### config.mk
export PLATFORM = sky130hd
export DESIGN_NAME = uncachedMemCtrl
export DESIGN_NICKNAME = d
export VERILOG_FILES = /design/src/hdl/bypassLsuPkg.sv /design/src/hdl/uncachedMemCtrl.sv
export VERILOG_INCLUDE_DIRS = /design/src /design/src/hdl
export SDC_FILE = /design/constraint.sdc
export NUM_CORES = 1
export LEC_CHECK = 0
export BUFFER_PORTS_ARGS = -buffer_cell sky130_fd_sc_hd__buf_2
export CELL_PAD_IN_SITES_DETAIL_PLACEMENT = 2
export CELL_PAD_IN_SITES_GLOBAL_PLACEMENT = 2
export CORE_ASPECT_RATIO = 1.1
export CORE_MARGIN = 10
export CORE_UTILIZATION = 28
export DETAILED_ROUTE_END_ITERATION = 10
export PLACE_DENSITY = 0.87
export REMOVE_ABC_BUFFERS = 1
export SYNTH_ARGS = -nofsm -noshare
export SYNTH_HDL_FRONTEND = slang
export SYNTH_SLANG_ARGS = --single-unit
### constraint.sdc
create_clock -name clk -period 8.45 [get_ports clk]
set_input_delay 0.4225 -clock clk [delete_from_list [all_inputs] [get_ports clk]]
set_output_delay 0.4225 -clock clk [all_outputs]
set_load 0.05 [all_outputs]
### src/hdl/bypassLsu_defs.svh
`ifndef BYPASS_LSU_DEFS_SVH
`define BYPASS_LSU_DEFS_SVH

// Byte address width.
`define ADDR_BITS 32

// Sequence number width. Ages compare by signed difference.
`define SQN_BITS 7

// Number of 32-bit words in the device memory.
`define MMIO_WORDS 256

// Device cycles from access start to data.
`define MMIO_LATENCY 3

`endif

### src/hdl/bypassLsuPkg.sv
`include "bypassLsu_defs.svh"

package bypassLsuPkg;

    typedef enum logic [2:0] {
        MEMC_NONE,
        MEMC_READ_BYTE,
        MEMC_READ_HALF,
        MEMC_READ_WORD,
        MEMC_WRITE_BYTE,
        MEMC_WRITE_HALF,
        MEMC_WRITE_WORD
    } memcCmd;

    typedef enum logic [2:0] {
        IDLE,
        RQ_LD,
        RQ_ST,
        WAIT_LD,
        WAIT_ST,
        DONE_LD
    } lsuState;

    typedef struct packed {
        logic taken;
        logic [`SQN_BITS-1:0] sqN;
    } branchProv;

    // Size is 0 for byte, 1 for half, 2 for word.
    typedef struct packed {
        logic valid;
        logic [`ADDR_BITS-1:0] addr;
        logic [1:0] size;
        logic [`SQN_BITS-1:0] sqN;
        logic [5:0] tagDst;
        logic external;
    } ldUop;

    // Data is already placed in its byte lanes.
    typedef struct packed {
        logic valid;
        logic [`ADDR_BITS-1:0] addr;
        logic [31:0] data;
        logic [3:0] wmask;
    } stUop;

    typedef struct packed {
        memcCmd cmd;
        logic [`ADDR_BITS-1:0] readAddr;
        logic [`ADDR_BITS-1:0] writeAddr;
        logic [31:0] data;
    } memcReq;

    typedef struct packed {
        logic valid;
        logic [31:0] data;
    } memcLdRes;

    typedef struct packed {
        logic valid;
    } memcStRes;

    typedef struct packed {
        logic stall;
        memcLdRes sglLdRes;
        memcStRes sglStRes;
    } memcRes;

endpackage

### src/hdl/uncachedMemCtrl.sv
`timescale 1ns/1ps
`include "bypassLsu_defs.svh"

module uncachedMemCtrl (
    input  logic                              clk,
    input  logic                              rst,

    input  bypassLsuPkg::memcReq              req,
    output bypassLsuPkg::memcRes              res,

    output logic                              devStart,
    output logic                              devWrite,
    output logic [$clog2(`MMIO_WORDS)-1:0]    devIndex,
    output logic [3:0]                        devLanes,
    output logic [31:0]                       devWdata,
    input  logic [31:0]                       devRdata,
    input  logic                              devDone
);

    localparam int IdxBits = $clog2(`MMIO_WORDS);

    bypassLsuPkg::memcCmd kind;

    logic                  busy;
    logic [1:0]            low;
    logic                  ldPulse;
    logic                  stPulse;
    logic [31:0]           ldWord;
    logic                  accept;
    logic                  isWrite;
    logic                  kindWrite;
    logic                  finish;
    logic [`ADDR_BITS-1:0] addr;
    logic [3:0]            lanes;

    assign accept  = (req.cmd != bypassLsuPkg::MEMC_NONE) && !busy;
    assign isWrite = req.cmd inside {bypassLsuPkg::MEMC_WRITE_BYTE,
                                     bypassLsuPkg::MEMC_WRITE_HALF,
                                     bypassLsuPkg::MEMC_WRITE_WORD};
    assign kindWrite = kind inside {bypassLsuPkg::MEMC_WRITE_BYTE,
                                    bypassLsuPkg::MEMC_WRITE_HALF,
                                    bypassLsuPkg::MEMC_WRITE_WORD};
    assign addr    = isWrite ? req.writeAddr : req.readAddr;
    assign finish  = busy && devDone;

    // Write lanes rebuilt from the command and the low address bits.
    always_comb begin
        case (req.cmd)
            bypassLsuPkg::MEMC_WRITE_BYTE: lanes = 4'b0001 << addr[1:0];
            bypassLsuPkg::MEMC_WRITE_HALF: lanes = addr[1] ? 4'b1100 : 4'b0011;
            bypassLsuPkg::MEMC_WRITE_WORD: lanes = 4'b1111;
            default:                       lanes = 4'b0000;
        endcase
    end

    always_comb begin
        res.stall          = busy;
        res.sglLdRes.valid = ldPulse;
        res.sglLdRes.data  = ldWord;
        res.sglStRes.valid = stPulse;
    end

    always_ff @(posedge clk) begin
        if (rst) begin
            busy     <= 1'b0;
            devStart <= 1'b0;
            ldPulse  <= 1'b0;
            stPulse  <= 1'b0;
        end else begin
            devStart <= accept;
            ldPulse  <= 1'b0;
            stPulse  <= 1'b0;
            if (accept) begin
                busy <= 1'b1;
            end else if (finish) begin
                busy    <= 1'b0;
                ldPulse <= !kindWrite;
                stPulse <= kindWrite;
            end
        end
    end

    always_ff @(posedge clk) begin
        if (accept) begin
            kind     <= req.cmd;
            low      <= addr[1:0];
            devIndex <= addr[2 +: IdxBits];
            devLanes <= lanes;
            devWdata <= req.data;
            devWrite <= isWrite;
        end
        // Move the addressed bytes down to lane 0.
        if (finish) begin
            ldWord <= devRdata >> {low, 3'b000};
        end
    end

endmodule

==> impl_metrics.tcl <==
set metrics [dict create \
    status "finished clean" \
    yosysTopAreaCell "edfxtp_1" \
    via_count 2409 \
    grt_usage 0.122 \
    synth_top_area_frac 0.727 \
    grt-ovfl-total 0 \
    p_total_mw 1.12 \
    cts_buffers 9 \
    ys_seq_elements 86 \
    drt_first_pass_iters 4 \
    r2r-start "low[0]$_DFFE_PP_" \
    swShare 0.295 \
    synth_adder_area_share 0 \
    synth_top_family_by_area "multiplexers" \
    wirelength_um 10200 \
    slowest_delay_ns 0.46 \
    setup_viol 0 \
    regToRegEndpoint "ldWord[27]$_SDFFCE_PP0P_" \
    dieWidth_um 125 \
    power.switching_mw 0.331 \
    grt_max_degree 51 \
    insertion_delay_ns 0.33 \
    critPathKind "flip-flop to primary output" \
    nets 512 \
    worst_path_max_delay_cell "dfxtp_1" \
    yosysMostFrequentCell "edfxtp_1" \
    crit_buf_inv 1 \
    io-pin-count 215 \
    final_core_util 0.391 \
    clkSlewWorstSetupHoldPaths_ns 0.07 \
    wl_per_cell_um 19.0 \
    pwr-share-seq 0.457 \
    synth_edf_count 82 \
    cts_num_sinks 86 \
    cp_data_arrival_time_ns 1.11 \
    layout-drive-gt1-share 0.530 \
    clkPwrFrac 0.357 \
    maxCapViolations 0 \
    cts-root-buf "clkbuf_16" \
    n_antenna_cell 0 \
    synthTopCellsByCount "edfxtp_1 (82), mux2i_1 (16), nor2_1 (13)" \
    dieArea_sq_um 16900 \
    combPwrFrac 0.186 \
    p_int_mw 0.792 \
    slew_headroom 0.571 \
    cts.htree.levels 3 \
    rows 42 \
    power_density_nw_per_um2 241 \
    hold_viol 0 \
    ys_types 25 \
    ant_nets 0 \
    drc 0 \
    worst_pin_slew_ns 0.644 \
    setup_slack_ns 6.92 \
    postCtsSetupBuffers 0 \
    tns_ns 0 \
    gp_congestion 0.719 \
    p_leak_nw 1.99 \
    fp.dieH_um 135 \
    hold_end "devWdata[31]$_DFFE_PP_" \
    grt_pass1_vias 2797 \
    drtIter0Drc 67 \
    cts_resized 0 \
    fmax_mhz 654 \
    multi_input_area_sq_um 736 \
    fin_crit_ns 1.53 \
    crit_path_end_kind "primary output" \
    synth_compound_area_frac 0.0569 \
    synthXorXnorAreaFrac 0 \
    clock-skew-final_ns 0.00696 \
    rsz0062_at_grt "no" \
    via_per_inst 4.49 \
    netlist_area_sq_um 3390 \
    synthFlopType "edfxtp_1" \
    yosysWarnings 0 \
    muxShareOfSynthArea 0.0861 \
    start_util 0.284 \
    reg2reg_depth 3 \
    cp_cell_sequence "buf_2" \
    min_from "req[31]" \
    ys_async_sr_fraction 0 \
    regArea_sq_um 2540 \
    antenna_found_initial 2 \
    holdPathStages 1 \
    ir_drop_uv 122 \
    reg2reg_slack_ns 7.00 \
    netlist_instances 206 \
    port_buffers 170 \
    synth_area_leaders "edfxtp_1 (73%), mux2i_1 (4.7%), dfxtp_1 (2.4%)" \
    core_region_area_sq_um 11900 \
    path_delay_family "flip-flops" \
    synth.avg_cell_area_sq_um 16.4 \
    hold_buffers 0 \
    dp_slack_ns 6.66 \
    finalMaxSlewViolations 0 \
    holdWs_ns 0.262 \
    dpl.hpwl_um 8030 \
    timing.final.crit_share 0.181 \
    ys_seq_area_frac 0.751 \
    cts_tree "built" \
    cp_data_required_time_ns 8.03 \
    synth-simple-area-share 0.0721 \
    grt_pass1_wl_um 16200 \
    cp_max_fo 5 \
    min_path_type "input pin to flip-flop" \
    cts_max_path_buffers 2 \
    start_kind "flip-flop" \
    fill_cells 1229 \
    syn_to_final_growth_pct 37.8 \
]
## kinds of logic after synthesis
| logic type | count (synthesis) |
|---|---|
| AO/OA/AOI/OAI | 30 |
| buffers and inverters | 15 |
| flip-flops | 86 |
| multiplexers | 26 |
| AND/OR/NAND/NOR | 49 |
## metrics by stage
| step | instances | instance area, sq um |
|---|---|---|
| floorplan | 193 | 3280 |
| global placement | 521 | 4360 |
| detailed placement | 521 | 4360 |
| CTS | 537 | 4660 |
| global route | 537 | 4660 |
| finish | 537 | 4660 |
## sequential cells by signal (all words and copies together), names as in the netlist, 2 cells and up
register and cells:
kind 3, devIndex 8, devWdata 32, low 2, ldWord 32, devLanes 4
## power groups by stage
stage / Combinational [mW] / Clock, mW / Sequential (mW)
after detailed placement: 0.213 / 0 / 0.524
after global routing: 0.225 / 0.436 / 0.517
after floorplan: 0.0400 / 0 / 0.626
after CTS: 0.213 / 0.417 / 0.514
final: 0.209 / 0.401 / 0.514
after global placement: 0.207 / 0 / 0.522
## worst max path at each step
stage                            from                     end  depth (start not counted)
global placement              req[97]   devIndex[0]$_DFFE_PP_                          3
global route         low[1]$_DFFE_PP_    ldWord[10]$_DFFE_PP_                          4
detailed placement            req[97]  devWdata[16]$_DFFE_PP_                          4
floorplan           busy$_SDFFE_PP0P_   devIndex[0]$_DFFE_PP_                          1
finish              busy$_SDFFE_PP0P_                 res[34]                          1
CTS                 busy$_SDFFE_PP0P_                 res[34]                          1
## layer usage
metal | global-route usage | vias to the layer above | routed length [um]
li1 | - | 1113 | -
met1 | 0.127 | 1153 | 3810
met2 | 0.200 | 127 | 4930
met3 | 0.0728 | 14 | 1330
met4 | 0.0442 | 2 | 134
met5 | 0 | - | 13
## cell type report
| cell class | instances | area share |
|---|---|---|
| clock buffer | 9 | 0.0483 |
| clock inverter | 7 | 0.0172 |
| inverter | 2 | 0.00161 |
| multi-input combinational | 105 | 0.158 |
| sequential | 86 | 0.545 |
| tap | 154 | 0.0413 |
| timing repair buffer | 174 | 0.189 |
## cells in the final DEF (no fill, tap or decap), types with 4 or more instances in the layout
cell / instances
buf_2: 170
edfxtp_1: 82
mux2i_1: 16
nor2_1: 12
nand2_1: 11
nor2b_1: 10
a21oi_1: 10
a211oi_1: 9
clkbuf_16: 9
and2_1: 8
o21ai_0: 7
mux2_4: 5
mux2_2: 5
nor3_1: 4
dfxtp_1: 4
buf_4: 4
No activity file was read; power rests on OpenSTA's default activity.
