<file path="src/hdl/bypassLsu_defs.svh">
`ifndef BYPASS_LSU_DEFS_SVH
`define BYPASS_LSU_DEFS_SVH

// Byte address width.
`define ADDR_BITS 32

// Sequence number width. Ages compare by signed difference.
`define SQN_BITS 7

// Number of 32-bit words in the device memory.
`define MMIO_WORDS 256

// Device cycles from access start to data.
`define MMIO_LATENCY 3

`endif

</file>
<file path="src/hdl/bypassLsuPkg.sv">
`include "bypassLsu_defs.svh"

package bypassLsuPkg;

    typedef enum logic [2:0] {
        MEMC_NONE,
        MEMC_READ_BYTE,
        MEMC_READ_HALF,
        MEMC_READ_WORD,
        MEMC_WRITE_BYTE,
        MEMC_WRITE_HALF,
        MEMC_WRITE_WORD
    } memcCmd;

    typedef enum logic [2:0] {
        IDLE,
        RQ_LD,
        RQ_ST,
        WAIT_LD,
        WAIT_ST,
        DONE_LD
    } lsuState;

    typedef struct packed {
        logic taken;
        logic [`SQN_BITS-1:0] sqN;
    } branchProv;

    // Size is 0 for byte, 1 for half, 2 for word.
    typedef struct packed {
        logic valid;
        logic [`ADDR_BITS-1:0] addr;
        logic [1:0] size;
        logic [`SQN_BITS-1:0] sqN;
        logic [5:0] tagDst;
        logic external;
    } ldUop;

    // Data is already placed in its byte lanes.
    typedef struct packed {
        logic valid;
        logic [`ADDR_BITS-1:0] addr;
        logic [31:0] data;
        logic [3:0] wmask;
    } stUop;

    typedef struct packed {
        memcCmd cmd;
        logic [`ADDR_BITS-1:0] readAddr;
        logic [`ADDR_BITS-1:0] writeAddr;
        logic [31:0] data;
    } memcReq;

    typedef struct packed {
        logic valid;
        logic [31:0] data;
    } memcLdRes;

    typedef struct packed {
        logic valid;
    } memcStRes;

    typedef struct packed {
        logic stall;
        memcLdRes sglLdRes;
        memcStRes sglStRes;
    } memcRes;

endpackage

</file>
<file path="src/hdl/bypassLsu.sv">
`timescale 1ns/1ps
`include "bypassLsu_defs.svh"

module bypassLsu (
    input  logic                      clk,
    input  logic                      rst,

    input  bypassLsuPkg::branchProv   branch,

    input  logic                      ldEn,
    input  bypassLsuPkg::ldUop        uopLd,
    output logic                      ldStall,

    input  logic                      stEn,
    input  bypassLsuPkg::stUop        uopSt,
    output logic                      stStall,

    input  logic                      ldResStall,
    output bypassLsuPkg::ldUop        ldRes,
    output logic [31:0]               ldData,

    output bypassLsuPkg::memcReq      memc,
    input  bypassLsuPkg::memcRes      memcIn
);

    bypassLsuPkg::lsuState state;
    bypassLsuPkg::ldUop    activeLd;
    bypassLsuPkg::memcCmd  stCmd;
    bypassLsuPkg::memcCmd  ldCmd;

    logic       stOffer;
    logic       ldOffer;
    logic [1:0] stLow;
    logic       flushActive;
    logic       flushIssue;

    // A load younger than a taken branch is cancelled unless external.
    function automatic logic isFlushed(input bypassLsuPkg::ldUop ld,
                                       input bypassLsuPkg::branchProv br);
        logic signed [`SQN_BITS-1:0] age;
        age = ld.sqN - br.sqN;
        return br.taken && !ld.external && (age > 0);
    endfunction

    assign stOffer = uopSt.valid && stEn;
    assign ldOffer = uopLd.valid && ldEn;

    // Stores win over loads offered in the same cycle.
    assign stStall = stOffer && (state != bypassLsuPkg::IDLE);
    assign ldStall = ldOffer && ((state != bypassLsuPkg::IDLE) || (stOffer && !stStall));

    assign flushActive = activeLd.valid && isFlushed(activeLd, branch);
    assign flushIssue  = isFlushed(uopLd, branch);

    always_comb begin
        ldRes = activeLd;
        ldRes.valid = (state == bypassLsuPkg::DONE_LD) && activeLd.valid && !flushActive;
    end

    // Lowest set mask bit gives the store's byte offset.
    always_comb begin
        stLow = 2'd0;
        for (int i = 3; i >= 0; i--) begin
            if (uopSt.wmask[i]) begin
                stLow = 2'(i);
            end
        end
    end

    always_comb begin
        case (uopSt.wmask)
            4'b0001, 4'b0010, 4'b0100, 4'b1000: stCmd = bypassLsuPkg::MEMC_WRITE_BYTE;
            4'b0011, 4'b1100:                   stCmd = bypassLsuPkg::MEMC_WRITE_HALF;
            default:                            stCmd = bypassLsuPkg::MEMC_WRITE_WORD;
        endcase
    end

    always_comb begin
        case (uopLd.size)
            2'd0:    ldCmd = bypassLsuPkg::MEMC_READ_BYTE;
            2'd1:    ldCmd = bypassLsuPkg::MEMC_READ_HALF;
            default: ldCmd = bypassLsuPkg::MEMC_READ_WORD;
        endcase
    end

    always_ff @(posedge clk) begin
        if (rst) begin
            state          <= bypassLsuPkg::IDLE;
            memc.cmd       <= bypassLsuPkg::MEMC_NONE;
            activeLd.valid <= 1'b0;
        end else begin
            // Flushed loads still finish their access but lose the result.
            if (flushActive) begin
                activeLd.valid <= 1'b0;
            end

            case (state)
                bypassLsuPkg::IDLE: begin
                    if (stOffer && !stStall) begin
                        memc.cmd       <= stCmd;
                        memc.writeAddr <= {uopSt.addr[`ADDR_BITS-1:2], stLow};
                        memc.data      <= uopSt.data;
                        state          <= bypassLsuPkg::RQ_ST;
                    end else if (ldOffer && !ldStall && !flushIssue) begin
                        memc.cmd      <= ldCmd;
                        memc.readAddr <= uopLd.addr;
                        activeLd      <= uopLd;
                        state         <= bypassLsuPkg::RQ_LD;
                    end
                end

                bypassLsuPkg::RQ_LD,
                bypassLsuPkg::RQ_ST: begin
                    if (!memcIn.stall) begin
                        memc.cmd <= bypassLsuPkg::MEMC_NONE;
                        state    <= (state == bypassLsuPkg::RQ_LD) ?
                                    bypassLsuPkg::WAIT_LD : bypassLsuPkg::WAIT_ST;
                    end
                end

                bypassLsuPkg::WAIT_LD: begin
                    if (memcIn.sglLdRes.valid) begin
                        // Copy the datum across all byte lanes.
                        case (activeLd.size)
                            2'd0:    ldData <= {4{memcIn.sglLdRes.data[7:0]}};
                            2'd1:    ldData <= {2{memcIn.sglLdRes.data[15:0]}};
                            default: ldData <= memcIn.sglLdRes.data;
                        endcase
                        state <= bypassLsuPkg::DONE_LD;
                    end
                end

                bypassLsuPkg::WAIT_ST: begin
                    if (memcIn.sglStRes.valid) begin
                        state <= bypassLsuPkg::IDLE;
                    end
                end

                bypassLsuPkg::DONE_LD: begin
                    // Held here under back-pressure.
                    if (!ldResStall) begin
                        activeLd.valid <= 1'b0;
                        state          <= bypassLsuPkg::IDLE;
                    end
                end

                default: begin
                    state <= bypassLsuPkg::IDLE;
                end
            endcase
        end
    end

endmodule

</file>
<file path="config.mk">
export PLATFORM = sky130hd
export DESIGN_NAME = bypassLsu
export DESIGN_NICKNAME = d
export VERILOG_FILES = /design/src/hdl/bypassLsuPkg.sv /design/src/hdl/bypassLsu.sv
export VERILOG_INCLUDE_DIRS = /design/src /design/src/hdl
export SDC_FILE = /design/constraint.sdc
export NUM_CORES = 1
export LEC_CHECK = 0
export ABC_AREA = 1
export BUFFER_PORTS_ARGS = -buffer_cell sky130_fd_sc_hd__buf_2
export CAP_MARGIN = 0
export CORE_ASPECT_RATIO = 0.5
export CORE_MARGIN = 4
export CORE_UTILIZATION = 47
export DETAILED_ROUTE_END_ITERATION = 10
export PLACE_DENSITY = 0.84
export REMOVE_ABC_BUFFERS = 1
export SYNTH_ARGS = -nofsm -noshare
export SYNTH_HDL_FRONTEND = slang
export SYNTH_SLANG_ARGS = --single-unit
</file>
<file path="constraint.sdc">
create_clock -name clk -period 9.4 [get_ports clk]
set_input_delay 0.47 -clock clk [delete_from_list [all_inputs] [get_ports clk]]
set_output_delay 0.47 -clock clk [all_outputs]
set_load 0.03 [all_outputs]
</file>
==> results.rst <==
.. list-table::
   :header-rows: 1

   * - Metric
     - Value
   * - Result of the run
     - finished, final reports clean
   * - Sequential share of the synthesized area
     - 69.5%
   * - Register cell area after layout
     - 4460 um2
   * - Critical hold path startpoint
     - uopSt[31]
   * - Post-synthesis adder-cell area fraction
     - 2.96%
   * - Number of antenna violations at the first check in global routing
     - 0
   * - Die Span Y
     - roughly 91 um
   * - End of the worst register-to-register path
     - activeLd[48]$_SDFF_PP0_
   * - Cell at the root of the clock tree
     - sky130_fd_sc_hd__clkbuf_16
   * - Final Core Density
     - 64.6%
   * - Cell depth of the worst min-delay path
     - 1
   * - Dominant combinational cell family by area after synthesis
     - buffers and inverters
   * - Hold Violations, Final
     - 0
   * - Final weighted congestion of routability-driven global placement
     - about 0.9
   * - Final wirelength
     - 17,800 um
   * - Final period util
     - roughly a third
   * - Count of distinct cell types in the synthesized netlist
     - 31
   * - CP max stage cell
     - sky130_fd_sc_hd__fa_1
   * - Worst slack at placement
     - 6.42 ns
   * - Postcts setup bufs
     - 0
   * - Area of the core
     - approximately 13,000 um2
   * - Number of DRC violations after detailed routing
     - 0
   * - Final critical path time including I/O delays and setup
     - 3.09 ns
   * - IR Drop Worst-Case VDD
     - roughly 0.00011 V
   * - Synthesized-area fraction occupied by and/or/nand/nor cells
     - 10.8%
   * - Worst rel slew slack
     - approximately two fifths
   * - Total number of vias
     - ~4,600
   * - Starting density of the core
     - between 40% and 50%
   * - Detailed-route wire length per cell
     - between 15 and 20 um
   * - Power per unit of standard cell area
     - 219 nW/um2
   * - DRT Pass-1 Iters
     - 5
   * - Actual transition at the worst max-transition pin
     - 0.890 ns
   * - Pin count of the biggest net entering global routing
     - between 60 and 70
   * - Cell Chain, Critical Path
     - inv_1 -> ha_1 -> inv_1 -> fa_1 -> xor2_1 -> nor3b_1 -> nand2_1 -> nor2_1 -> nand3_1 -> nand2_1 -> nand2_1 -> nor2_1 -> buf_2
   * - Setup slack on the worst flop-to-flop path
     - 7.18 ns
   * - Global routing usage summed across all routing layers
     - between 20% and 30%
   * - Highest cell delay on the worst timing path
     - 0.42 ns
   * - Number of warning messages in the yosys log
     - 0
   * - WHS Endpoint
     - memc[27]$_DFFE_PP_
   * - Portion of netlist area occupied by mux cells
     - 0%
   * - Detailed Route Iter0 Violations
     - 259
   * - Deepest clock path buffer count
     - 2
   * - Most used cell along the critical path
     - sky130_fd_sc_hd__nand2_1
   * - Boundary pin count
     - 348
   * - Clock-pin slew of the registers on the worst-case setup and hold paths
     - roughly 0.070 ns
   * - Number of diodes
     - 0
   * - HPWL Detailed
     - 14,100 um
   * - Total of hold buffers inserted after clock tree synthesis
     - 0
   * - Peak fanout along the critical path
     - 3
   * - Fraction of the mapped netlist area in compound gates
     - 3.68%
   * - Setup repair after global routing missed its margin
     - false
   * - Total gr overflow
     - 0
   * - Number of slew-limit violations in the final report
     - 0
   * - Post-CTS resize count
     - 0
   * - Leak Pwr
     - 3.82 nW
   * - Worst setup path class
     - reg -> out
   * - Path type of the worst min-delay path
     - in -> reg
   * - Area of the die
     - 15,700 um2
   * - Post-synthesis cell count
     - roughly 500
   * - Skew-Pair Late Insertion Delay
     - 0.41 ns
   * - Worst r2r src
     - ldRes[7]$_DFFE_PP_
   * - XOR/XNOR Fraction of Synth Area
     - 0.682%
   * - Layout filler cell count
     - ~1,000
   * - H-tree levels
     - 4
   * - Endpoint required time on the critical path
     - 8.93 ns
   * - Arrival time at the worst endpoint
     - 2.62 ns
   * - Crit-path leading delay family
     - simple AND/OR/NAND/NOR gates
   * - Final setup slack of the worst path
     - 6.31 ns
   * - # rows
     - 29
   * - Bufs and invs on worst path
     - 3
   * - Final non-filler cell area
     - 8420 um2
   * - Overall die width
     - around 170 um
   * - Crit path launch type
     - flop
   * - Summed negative setup slack over all endpoints
     - 0 ns
   * - Final worst clock skew
     - 0.0118 ns
   * - MaxCap Viol Count
     - 0
   * - Global-route wire length before repair
     - 26,600 um
   * - Mapped cell area
     - roughly 6400 um2
   * - CTS tree
     - done
   * - Via count of the first global-routing pass
     - 4,641
   * - Element type at the critical path end
     - output port
   * - Fmax
     - approximately 320 MHz
   * - Synth Register Bits
     - 151
   * - Final setup viols
     - 0
   * - Routed Antenna Nets
     - 0
   * - Number of buffers added by the clock tree synthesis step
     - 17
   * - Final-stage net count
     - between 900 and 1,000
   * - Vias per inst
     - 4.81
   * - Mean post-synth cell area
     - 12.9 um2
   * - Number of input and output port buffers inserted
     - 345
   * - Clock Sinks
     - 151
   * - Fraction of layout instances using a drive strength above 1
     - roughly half
   * - Number of cells on the worst reg-to-reg path
     - 14
   * - Area of the multi-input gates
     - roughly 1200 um2
   * - Post-detailed-placement cell area
     - 7790 um2
   * - Area growth from synthesis to layout
     - 31.1%
-- registers in the layout, summed over array words and instances (netlist names) --
register,count
activeLd,1
ldData,32
memc,67
state,3
ldRes,48
-- kinds of logic after synthesis --
family / count (synthesis)
compound gates: 38
xor+xnor: 5
fa+ha+maj: 14
buf+inv: 132
flops: 151
simple gates: 158
-- final cells by class --
cell class                 count  area share (%)
sequential                   151            53.0
timing repair buffer         348            20.8
multi-input combinational    215            14.0
clock buffer                  17            5.05
tap                          170            2.53
clock inverter                15            2.45
inverter                      48            2.14
-- how the worst max path moves through the flow --
stage,cells past startpoint,endpoint,slack [ns],start
after CTS,13,ldRes[48],6.30,ldRes[7]$_DFFE_PP_
after floorplan,13,ldRes[0]$_DFFE_PP_,5.21,uopLd[7]
after global routing,13,ldRes[48],6.07,ldRes[7]$_DFFE_PP_
after detailed placement,14,ldRes[9]$_DFFE_PP_,6.42,branch[0]
after global placement,14,ldRes[35]$_DFFE_PP_,6.43,branch[0]
final,13,ldRes[48],6.31,ldRes[7]$_DFFE_PP_
-- per-layer routing --
| metal | share of wire, % | vias up | routed length [um] | global-route usage, % |
|---|---|---|---|---|
| met1 | 38 | 2196 | 6760 | 26.9 |
| met4 | 2.3 | 0 | 403 | 6.64 |
| met5 | 0 | - | 0 | 0 |
| met3 | 7.4 | 38 | 1310 | 6.11 |
| li1 | - | 2192 | - | - |
| met2 | 52 | 207 | 9310 | 37.7 |
-- power breakdown --
group,leakage (nW),internal [W],switching [W],total [W]
clock network,0.296,0.000388,0.000319,0.000707
registers,1.37,0.000789,0.0000188,0.000807
logic,2.16,0.000102,0.000227,0.000330
total,3.82,0.00128,0.000565,0.00184
-- cells in the final DEF (no fill, tap or decap), types with 2 or more instances in the layout --
cell | synthesis | final
sky130_fd_sc_hd__a21oi_2 | 5 | 5
sky130_fd_sc_hd__nand4_1 | 2 | 2
sky130_fd_sc_hd__inv_1 | 46 | 46
sky130_fd_sc_hd__nor2_1 | 21 | 18
sky130_fd_sc_hd__buf_4 | 80 | 3
sky130_fd_sc_hd__nand2_1 | 96 | 96
sky130_fd_sc_hd__o21ai_0 | 9 | 9
sky130_fd_sc_hd__a21oi_1 | 11 | 11
sky130_fd_sc_hd__nand3_1 | 23 | 23
sky130_fd_sc_hd__clkinv_8 | 0 | 5
sky130_fd_sc_hd__dfxtp_1 | 7 | 7
sky130_fd_sc_hd__xor2_1 | 2 | 2
sky130_fd_sc_hd__buf_2 | 0 | 345
sky130_fd_sc_hd__nor2_2 | 1 | 2
sky130_fd_sc_hd__nand2_2 | 4 | 4
sky130_fd_sc_hd__xnor2_1 | 3 | 3
sky130_fd_sc_hd__nor3_1 | 3 | 3
sky130_fd_sc_hd__edfxtp_1 | 144 | 144
sky130_fd_sc_hd__nor2_4 | 2 | 4
sky130_fd_sc_hd__nand2_4 | 2 | 2
sky130_fd_sc_hd__clkbuf_16 | 0 | 17
sky130_fd_sc_hd__clkinvlp_4 | 0 | 3
sky130_fd_sc_hd__a21o_1 | 3 | 3
sky130_fd_sc_hd__o211ai_1 | 7 | 7
sky130_fd_sc_hd__a31oi_1 | 2 | 2
sky130_fd_sc_hd__inv_8 | 0 | 5
sky130_fd_sc_hd__clkinv_1 | 2 | 2
sky130_fd_sc_hd__ha_1 | 12 | 12
sky130_fd_sc_hd__fa_1 | 2 | 2
-- synth_stat cells (all sizes together) --
cell type / n / area share (%)
a21o: 3 / 0.35
clkbuf: 3 / 0.18
nor3: 4 / 0.39
clkinv: 2 / 0.12
o21ai: 10 / 0.78
fa: 2 / 0.62
nand2: 102 / 6.4
xnor2: 3 / 0.41
dfxtp: 7 / 2.2
a31oi: 2 / 0.19
nand3: 24 / 1.9
buf: 81 / 9.4
nor3b: 1 / 0.12
or2: 1 / 0.097
nand4: 2 / 0.19
edfxtp: 144 / 67
o211ai: 7 / 0.82
a21oi: 16 / 1.5
inv: 46 / 2.7
nor2: 24 / 1.7
ha: 12 / 2.3
xor2: 2 / 0.27
-- worst register-to-register path, stage by stage (launching register included) --
cell	delay, ns
sky130_fd_sc_hd__edfxtp_1	0.39
sky130_fd_sc_hd__inv_1	0.07
sky130_fd_sc_hd__ha_1	0.14
sky130_fd_sc_hd__inv_1	0.07
sky130_fd_sc_hd__fa_1	0.42
sky130_fd_sc_hd__xor2_1	0.18
sky130_fd_sc_hd__nor3b_1	0.21
sky130_fd_sc_hd__nand2_1	0.08
sky130_fd_sc_hd__nor2_1	0.10
sky130_fd_sc_hd__nand3_1	0.07
sky130_fd_sc_hd__nand2_1	0.09
sky130_fd_sc_hd__nand2_1	0.10
sky130_fd_sc_hd__nand2_1	0.08
sky130_fd_sc_hd__nand2_1	0.06
sky130_fd_sc_hd__nor2_1	0.09
-- metrics by stage --
stage          total power [W]  hold slack (ns)  instances
2_1_floorplan          0.00104            0.479        414
3_3_place_gp           0.00114            0.456        932
3_5_place_dp           0.00115            0.462        932
4_1_cts                0.00186            0.216        964
5_1_grt                0.00192            0.199        964
6_report               0.00184            0.231        964
Note: power is estimated with default switching activity, not from simulation.
